## src/hw/route_pkg.sv

```systemverilog
`default_nettype none

package route_pkg;

	// data types
	typedef logic [15:0] word_t;      // raw word from memory
	typedef logic [15:0] fix_t;       // 11.5 fixed point
	typedef logic [15:0] batt_t;      // 1.15 battery fraction
	typedef logic [10:0] byte_addr_t; // byte address, 2 KiB space
	typedef logic [7:0]  mem_byte_t;

	// memory map
	localparam int         MEM_DEPTH           = 2048;
	localparam byte_addr_t NEIGHBOR_COUNT_ADDR = 11'h68A;
	localparam byte_addr_t Q_TABLE_ADDR        = 11'h1C8; // q entry 0
	localparam byte_addr_t HCM_TABLE_ADDR      = 11'h648; // hcm entry 0

	// table sizes
	localparam int HCM_LENGTH    = 11;
	localparam int MAX_NEIGHBORS = 64; // larger counts get clamped

	// fixed point formats
	localparam int   FRAC_BITS      = 5;
	localparam int   BATT_FRAC_BITS = 15;
	localparam fix_t MYBEST_INIT    = 16'hFFFE;

	// engine FSM
	typedef enum logic [3:0] {
		IDLE,
		REQ_COUNT,
		WAIT_COUNT,
		REQ_Q,
		WAIT_Q,
		HCM_INDEX,
		REQ_HCM,
		WAIT_HCM,
		DONE
	} find_state_t;

endpackage

`default_nettype wire

```

## src/hw/mem_rd_if.sv

```systemverilog
`timescale 1ns/1ps
`default_nettype none

interface mem_rd_if;

	logic                   req_valid;
	logic                   req_ready;
	route_pkg::byte_addr_t  addr;      // held while stalled
	logic                   rsp_valid; // one cycle after the transfer
	route_pkg::word_t       rsp_data;  // {byte at addr+1, byte at addr}

	modport requester (
		output req_valid,
		output addr,
		input  req_ready,
		input  rsp_valid,
		input  rsp_data
	);

	modport memory (
		input  req_valid,
		input  addr,
		output req_ready,
		output rsp_valid,
		output rsp_data
	);

endinterface

`default_nettype wire

```

## src/hw/find_my_best.sv

```systemverilog
`timescale 1ns/1ps
`default_nettype none

module find_my_best (
	input  wire logic             clock,
	input  wire logic             nrst,
	input  wire logic             start,
	input  wire route_pkg::batt_t battery,
	mem_rd_if.requester           rd,
	output logic                  busy,
	output logic                  done,
	output route_pkg::fix_t       my_best
);

	route_pkg::find_state_t state;

	logic            accept;      // start taken this cycle
	route_pkg::batt_t batt_q;     // battery sampled at start
	route_pkg::fix_t min_q;       // running minimum of q
	route_pkg::fix_t my_best_q;
	logic [6:0]      nbr_cnt;     // 0..64 after clamp
	logic [6:0]      cnt_clamped;
	logic [6:0]      q_idx;
	logic [6:0]      q_idx_nxt;
	logic [3:0]      hcm_idx;     // 0..10
	logic [19:0]     k_prod;      // 10 * battery, 5.15
	logic [4:0]      k_ceil;      // up to 20 before clamp
	logic [31:0]     prod;        // 22.10 product

	assign accept = start & ((state == route_pkg::IDLE) | (state == route_pkg::DONE));

	assign cnt_clamped = (rd.rsp_data > route_pkg::word_t'(route_pkg::MAX_NEIGHBORS)) ?
		7'(route_pkg::MAX_NEIGHBORS) : rd.rsp_data[6:0];

	assign q_idx_nxt = q_idx + 7'd1;

	// ceiling of 10 * battery with the 15 fraction bits dropped
	assign k_prod = batt_q * 20'(route_pkg::HCM_LENGTH - 1);
	assign k_ceil = k_prod[19:route_pkg::BATT_FRAC_BITS]
		+ 5'(|k_prod[route_pkg::BATT_FRAC_BITS-1:0]);

	// 11.5 * 11.5 -> keep the 11.5 slice
	assign prod = min_q * rd.rsp_data;

	// held for the index step
	always_ff @(posedge clock) begin
		if (accept) begin
			batt_q <= battery;
		end
	end

	always_ff @(posedge clock) begin
		if (!nrst) begin
			state     <= route_pkg::IDLE;
			min_q     <= route_pkg::MYBEST_INIT;
			my_best_q <= route_pkg::MYBEST_INIT;
			nbr_cnt   <= '0;
			q_idx     <= '0;
			hcm_idx   <= '0;
		end else begin
			case (state)
				route_pkg::IDLE, route_pkg::DONE: begin
					if (accept) begin
						min_q <= route_pkg::MYBEST_INIT;
						q_idx <= '0;
						state <= route_pkg::REQ_COUNT;
					end else begin
						state <= route_pkg::IDLE;
					end
				end

				route_pkg::REQ_COUNT: begin
					if (rd.req_ready) begin
						state <= route_pkg::WAIT_COUNT;
					end
				end

				route_pkg::WAIT_COUNT: begin
					if (rd.rsp_valid) begin
						nbr_cnt <= cnt_clamped;
						// min stays at init without neighbors
						if (cnt_clamped == 7'd0) begin
							state <= route_pkg::HCM_INDEX;
						end else begin
							state <= route_pkg::REQ_Q;
						end
					end
				end

				route_pkg::REQ_Q: begin
					if (rd.req_ready) begin
						state <= route_pkg::WAIT_Q;
					end
				end

				route_pkg::WAIT_Q: begin
					if (rd.rsp_valid) begin
						if (rd.rsp_data < min_q) begin // unsigned compare
							min_q <= rd.rsp_data;
						end
						q_idx <= q_idx_nxt;
						if (q_idx_nxt == nbr_cnt) begin
							state <= route_pkg::HCM_INDEX;
						end else begin
							state <= route_pkg::REQ_Q;
						end
					end
				end

				route_pkg::HCM_INDEX: begin
					if (k_ceil > 5'(route_pkg::HCM_LENGTH - 1)) begin
						hcm_idx <= 4'(route_pkg::HCM_LENGTH - 1);
					end else begin
						hcm_idx <= k_ceil[3:0];
					end
					state <= route_pkg::REQ_HCM;
				end

				route_pkg::REQ_HCM: begin
					if (rd.req_ready) begin
						state <= route_pkg::WAIT_HCM;
					end
				end

				route_pkg::WAIT_HCM: begin
					if (rd.rsp_valid) begin
						my_best_q <= prod[15+route_pkg::FRAC_BITS:route_pkg::FRAC_BITS];
						state     <= route_pkg::DONE;
					end
				end

				default: begin
					state <= route_pkg::IDLE;
				end
			endcase
		end
	end

	// read request side of the handshake
	always_comb begin
		rd.req_valid = 1'b0;
		rd.addr      = route_pkg::NEIGHBOR_COUNT_ADDR;
		case (state)
			route_pkg::REQ_COUNT: begin
				rd.req_valid = 1'b1;
			end
			route_pkg::REQ_Q: begin
				rd.req_valid = 1'b1;
				rd.addr      = route_pkg::Q_TABLE_ADDR + route_pkg::byte_addr_t'({q_idx, 1'b0});
			end
			route_pkg::REQ_HCM: begin
				rd.req_valid = 1'b1;
				rd.addr      = route_pkg::HCM_TABLE_ADDR
					+ route_pkg::byte_addr_t'({hcm_idx, 1'b0});
			end
			default: begin
				rd.req_valid = 1'b0;
			end
		endcase
	end

	assign busy    = (state != route_pkg::IDLE) & (state != route_pkg::DONE);
	assign done    = (state == route_pkg::DONE); // busy drops in the same cycle
	assign my_best = my_best_q;

	// a stalled request keeps its address until the memory takes it
	a_addr_stable : assert property (
		@(posedge clock) disable iff (!nrst)
		(rd.req_valid && !rd.req_ready) |=> (rd.req_valid && $stable(rd.addr))
	);

	// no read pending or still answering when the result is reported
	a_done_no_req : assert property (
		@(posedge clock) disable iff (!nrst)
		done |-> !(rd.req_valid || rd.rsp_valid)
	);

endmodule

`default_nettype wire

```

## src/flat_wrapper.sv

```systemverilog
// flat-port wrapper written by rule: the top's interface ports become plain ports
module find_my_best_flat 
  (clock, nrst, start, battery, busy, done, my_best, rd_req_valid, rd_addr, rd_req_ready, rd_rsp_valid, rd_rsp_data);
  mem_rd_if rd_i ();
  input  wire logic clock;
  input  wire logic nrst;
  input  wire logic start;
  input  wire route_pkg::batt_t battery;
  output logic busy;
  output logic done;
  output route_pkg::fix_t my_best;
  output wire logic [$bits(rd_i.req_valid)-1:0] rd_req_valid;
  output wire logic [$bits(rd_i.addr)-1:0] rd_addr;
  input wire logic [$bits(rd_i.req_ready)-1:0] rd_req_ready;
  input wire logic [$bits(rd_i.rsp_valid)-1:0] rd_rsp_valid;
  input wire logic [$bits(rd_i.rsp_data)-1:0] rd_rsp_data;
  assign rd_req_valid = rd_i.req_valid;
  assign rd_addr = rd_i.addr;
  assign rd_i.req_ready = rd_req_ready;
  assign rd_i.rsp_valid = rd_rsp_valid;
  assign rd_i.rsp_data = rd_rsp_data;
  find_my_best u_core (.clock(clock), .nrst(nrst), .start(start), .battery(battery), .rd(rd_i), .busy(busy), .done(done), .my_best(my_best));
endmodule
```

## config.mk

```make
export PLATFORM = sky130hd
export DESIGN_NAME = find_my_best_flat
export DESIGN_NICKNAME = d
export VERILOG_FILES = /design/src/hw/route_pkg.sv /design/src/hw/mem_rd_if.sv /design/src/hw/find_my_best.sv /design/src/flat_wrapper.sv
export SDC_FILE = /design/constraint.sdc
export NUM_CORES = 1
export LEC_CHECK = 0
export ABC_AREA = 1
export BUFFER_PORTS_ARGS = -buffer_cell sky130_fd_sc_hd__clkbuf_2
export CORE_MARGIN = 2
export CORE_UTILIZATION = 69
export DETAILED_ROUTE_END_ITERATION = 8
export GPL_TIMING_DRIVEN = 0
export PLACE_DENSITY = 0.91
export RECOVER_POWER = 25
export SETUP_SLACK_MARGIN = 0.02
export SYNTH_ARGS = -nofsm -noshare
export SYNTH_HDL_FRONTEND = slang
export SYNTH_SLANG_ARGS = --single-unit
```

## constraint.sdc

```tcl
create_clock -name clock -period 10.1 [get_ports clock]
set_clock_uncertainty 0.15 [all_clocks]
set_input_delay 2.525 -clock clock [delete_from_list [all_inputs] [get_ports clock]]
set_output_delay 2.525 -clock clock [all_outputs]
set_load 0.005 [all_outputs]
```

After elaboration in Yosys (flattened, before gate mapping) --
Cells that the tools add are included.
Word-level totals: register bits after elaboration 70, input bits 37, output and inout port bits 30
Cells by class: add/subtract/negate cells 4, multiply operators 2, magnitude comparators 3, equality and inequality tests 18, multiplexer cells 21, bitwise operators 3, reductions and logical operators 12
Operators with widths (count):
- 2-to-1 mux 16 bit | 3
- one-hot mux 16 bit (2 select lines) | 1
- one-hot mux 4 bit (8 select lines) | 1
- 2-to-1 mux 4 bit | 7
- one-hot mux 11 bit (2 select lines) | 1
- multiplier 16 x 16 -> 21 bit | 1
- 2-to-1 mux 7 bit | 3
- multiplier 16 x 3 -> 19 bit (second input constant) | 1
- equality test 4 x 3 -> 1 bit (second input constant) | 4
- > comparator 16 x 7 -> 1 bit (second input constant) | 1
- < comparator 16 bit | 1
- one-hot mux 7 bit (2 select lines) | 1
- OR reduction 14 bit | 1
- != test 2 bit (second input constant) | 6
- adder 10 x 6 -> 11 bit (first input constant) | 1
- adder 9 x 8 -> 10 bit (first input constant) | 1
- equality test 4 x 2 -> 1 bit (second input constant) | 2
- adder 7 x 1 -> 7 bit (second input constant) | 1
- equality test 7 bit | 1
- zero test 7 bit | 1
- 2-to-1 mux 3 bit | 2
- AND reduction 6 bit | 1
- adder 5 x 1 -> 5 bit | 1
- > comparator 5 x 4 -> 1 bit (second input constant) | 1
- other kinds (15) | 19

Logic depth before layout (Yosys ltp) --
depth after elaboration 6, mapped depth 28, gate-level depth less buffers 26

Worst setup path after synthesis --
OpenSTA, ideal clock, no wires.
path kind input port to flip-flop, from input port rd_rsp_data[3], to register u_core.my_best_q[15], in the netlist u_core.my_best[15], arrival time 7.412 ns, data required time 9.835 ns, slack 2.424 ns, stages 22, buffers on the path 2, path through clkbuf_1 buf_1 nand2_1 fa_1 fa_1 fa_1 fa_1 inv_1 fa_1 inv_1 fa_1 inv_1 ha_1 nand2_1 nor2_1 inv_1 nor3_1 nand3_1 nand3_1 nand3_1 nand3_1 nand2_1
Between the ends: word-level cells in the longest chain between the ends 1
RTL lines:
- start: declaration | RTL line flat_wrapper.sv:16 | input wire logic [$bits(rd_i.rsp_data)-1:0] rd_rsp_data;
- multiplier 16 x 16 -> 21 bit | RTL line find_my_best.sv:43 | assign prod = min_q * rd.rsp_data;
- end signal: assignment | RTL line find_my_best.sv:56 | my_best_q <= route_pkg::MYBEST_INIT;
- end signal: assignment | RTL line find_my_best.sv:127 | my_best_q <= prod[15+route_pkg::FRAC_BITS:route_pkg::FRAC_BITS];
- end: declaration | RTL line find_my_best.sv:20 | route_pkg::fix_t my_best_q;
No other way between the ends. A chain may end at the register's enable or synchronous reset.

Worst setup path after layout --
Ends and elaborated chain as after synthesis.

==> reports/results.tsv <==
stage	metric	value	unit
global_route	M3 GR Usage	0.109	
clocking	hold-fix buffers at CTS	0	
logic_synthesis	Synth Register Bits	70	
clocking	Root Buffer	clkbuf_16	
layout	ratio of cells with drive above 1 in the final layout	0.0792	
worst_setup_path	critical path's largest stage delay	620	ps
global_route	grt peak-use layer	met2	
timing	Final Max Tran Viols	0	
global_route	routing usage on met1	0.449	
worst_setup_path	CP cell instances	clkbuf_2 > clkbuf_1 > buf_1 > nand2_1 > fa_1 > fa_1 > fa_1 > fa_1 > inv_1 > fa_1 > inv_1 > fa_1 > inv_1 > ha_1 > nand2_1 > nor2_1 > inv_1 > nor3_1 > nand3_1 > nand3_1 > nand3_1 > nand3_1 > nand2_1	
layout	Ant. Diodes	0	
drt	DRT iter0 DRCs	1172	
global_route	vias in the first global route	10435	
clocking	deepest clock path buffer count	2	
drt	routed vias/inst	5.74	
floorplan	# IOs	67	
floorplan	# rows	46	
floorplan	total die area	17000	um2
global_route	Total GRT Usage	0.374	
run	MaxCap Viol Count	0	
worst_setup_path	CP max FO	10	
logic_synthesis	synth cell count leaders	nand2_1 (399), inv_1 (354), fa_1 (142)	
floorplan	Initial Util	0.701	
drt	drt pass-1 iters	6	
worst_setup_path	Worst EP arrival	8720	ps
clocking	Worst-path clk slew	50	ps
place	final RePlAce weighted congestion	0.995	
logic_synthesis	post-synthesis cell type count	49	
clocking	CTS tree	done	
worst_setup_path	delay-heaviest family, CP	adder cells	
logic_synthesis	Synth async-reset ratio	0	
clocking	CTS Buf Count	9	
logic_synthesis	Gate Count Post-Synth	1510	
floorplan	CORE AREA	15700	um2
logic_synthesis	synthesized cell area	11000	um2
logic_synthesis	number of synthesized flops with an enable pin	16	
global_route	largest net degree at the start of global routing	19	
worst_setup_path	RR Startpoint	u_core.min_q[4]	
global_route	antenna violations before repair	0	
timing	RSZ-0062 raised after global routing	no	
place	IO buf count	64	
layout	Area Growth Syn to Fin	8.14	%
logic_synthesis	largest cells by area after synthesis	fa_1 (26%), nand2_1 (14%), ha_1 (13%)	
floorplan	Vert. Die Dim	130	um
worst_setup_path	reg2reg setup slack	3440	ps
worst_setup_path	CP Buf/Inv Count	7	
clocking	Sinks on Clock Net	70	
global_route	first-pass GRT wire length	49000	um
worst_setup_path	kind of critical path	input port to flop	
timing	Final Hold Viols	0	
worst_setup_path	Crit-path slowest cell	fa_1	
timing	Worst-Margin Slew	815	ps
global_route	remaining global-route overflow	0	
drt	Via Count	10361	
floorplan	Die Span X	130	um
timing	final worst-path cycle share	0.855	
place	DP HPWL	23200	um
worst_setup_path	crit end category	flop	
drt	Remaining DRCs	0	
place	Placed Area	11600	um2
drt	Routed wire per std cell	16.5	um
drt	ANT nets after route	0	
timing	slew margin rel.	0.457	
logic_synthesis	count leader, synth	nand2_1	
logic_synthesis	top cell type's share of synthesized area	0.258	
clocking	# Post-CTS Setup Buffers	0	
logic_synthesis	proportion of synthesized chip area in sequential cells	0.142	
logic_synthesis	post-synth top area cell	fa_1	
worst_setup_path	crit path launch type	input port	
timing	clock period minus worst slack	8630	ps
worst_setup_path	Worst path most repeated cell	fa_1	
drt	Routed WL	29800	um
worst_setup_path	worst reg2reg path endpoint	u_core.my_best[15]	
clocking	H-tree depth	3	
layout	Final Instance Area	11900	um2
layout	fin nets	1878	
hold_path	WHS Path Cells	2	
hold_path	hold_sp	u_core.my_best[15]	
outcome	run status	finished clean	
logic_synthesis	Yosys warnings	0	
timing	post-route setup TNS	0	ps
timing	Fmax	0.116	GHz
hold_path	WHS Endpoint	u_core.my_best[15]	
logic_synthesis	total nets after synthesis	1803	
hold_path	Hold Crit Class	flop to flop	
worst_setup_path	Worst Path Required	10190	ps
worst_setup_path	Reg2Reg Depth	19	
clocking	post_cts resized	0	
global_route	met2 usage	0.617	
timing	# setup viols final	0	
logic_synthesis	Primary FF master, synth	dfxtp_1	
layout	post-layout util	0.758	
clocking	Clk Latency, worst-skew pair	360	ps
logic_synthesis	mean post-synth cell area	7.29	um2
## worst reg2reg max path: cells and delay by family, from the launching register on
kind,cells,cell delay [ps]
compound gates,1,90
flops,1,340
simple gates,8,1310
buf+inv,3,1090
fa+ha+maj,7,3560
## sequential cells by signal, summed over array words and instances (netlist names)
| register | flops |
|---|---|
| u_core.hcm_idx | 4 |
| u_core.batt_q | 16 |
| u_core.min_q | 16 |
| u_core.q_idx | 7 |
| u_core.my_best | 16 |
| u_core.state | 4 |
| u_core.nbr_cnt | 7 |
## kinds of logic after synthesis
group                    count (synthesis)  share of synthesized area
flip-flops                              70                      0.142
AND/OR/NAND/NOR                        570                      0.215
other                                    1                   0.000341
adder cells (fa/ha/maj)                256                      0.388
buffers and inverters                  422                      0.149
XOR/XNOR                                30                     0.0245
AO/OA/AOI/OAI                          161                     0.0815
## through the flow
stage	setup WS (ps)	cells	hold slack (ps)
floorplan	2420	1510	295
global route	1280	1806	347
detailed placement	1350	1790	308
CTS	1620	1806	322
finish	1470	1806	330
global placement	1440	1790	301
## cell type report
cell class | instances | area (um2)
Sequential cell | 70 | 1560
Multi-Input combinational cell | 1018 | 7810
Timing Repair Buffer | 64 | 319
Fill cell | 1129 | 3810
Tap cell | 216 | 270
Clock inverter | 3 | 25.0
Inverter | 361 | 1360
Buffer | 61 | 278
Clock buffer | 13 | 282
## layout by cell type (no fill, tap or decap), types with 4 or more instances in the layout
cell type	instances
o21bai_1	4
clkbuf_16	10
clkbuf_1	40
buf_1	5
o21ai_1	13
edfxtp_1	16
dfxtp_1	54
or2_2	4
a21oi_1	84
xor2_1	17
nor3_1	8
inv_2	4
o21ai_0	29
o211ai_1	11
fa_1	142
nand2_2	4
nor2_2	8
nand2_1	399
nand3_1	47
buf_2	12
xnor2_1	12
nand4_1	13
nand3b_1	4
ha_1	114
clkbuf_2	63
inv_1	354
nor4_1	6
nor2_1	67
## metal layers
metal,share of wire,vias to the layer above
met5,0,-
met1,0.36,4828
met3,0.12,170
met2,0.47,662
li1,-,4701
met4,0.055,0
## worst max path at each step
stage                               from            endpoint  slack [ps]  cells after the start
after global routing      rd_rsp_data[2]  u_core.my_best[15]        1280                     23
after detailed placement  rd_rsp_data[3]  u_core.my_best[15]        1350                     23
after CTS                 rd_rsp_data[3]  u_core.my_best[15]        1620                     23
final                     rd_rsp_data[3]  u_core.my_best[15]        1470                     23
after floorplan           rd_rsp_data[3]  u_core.my_best[15]        2420                     22
after global placement    rd_rsp_data[3]  u_core.my_best[15]        1440                     23
Power is not shown: default switching activity piles up to over one toggle a cycle in this logic, so the estimate is an artifact.
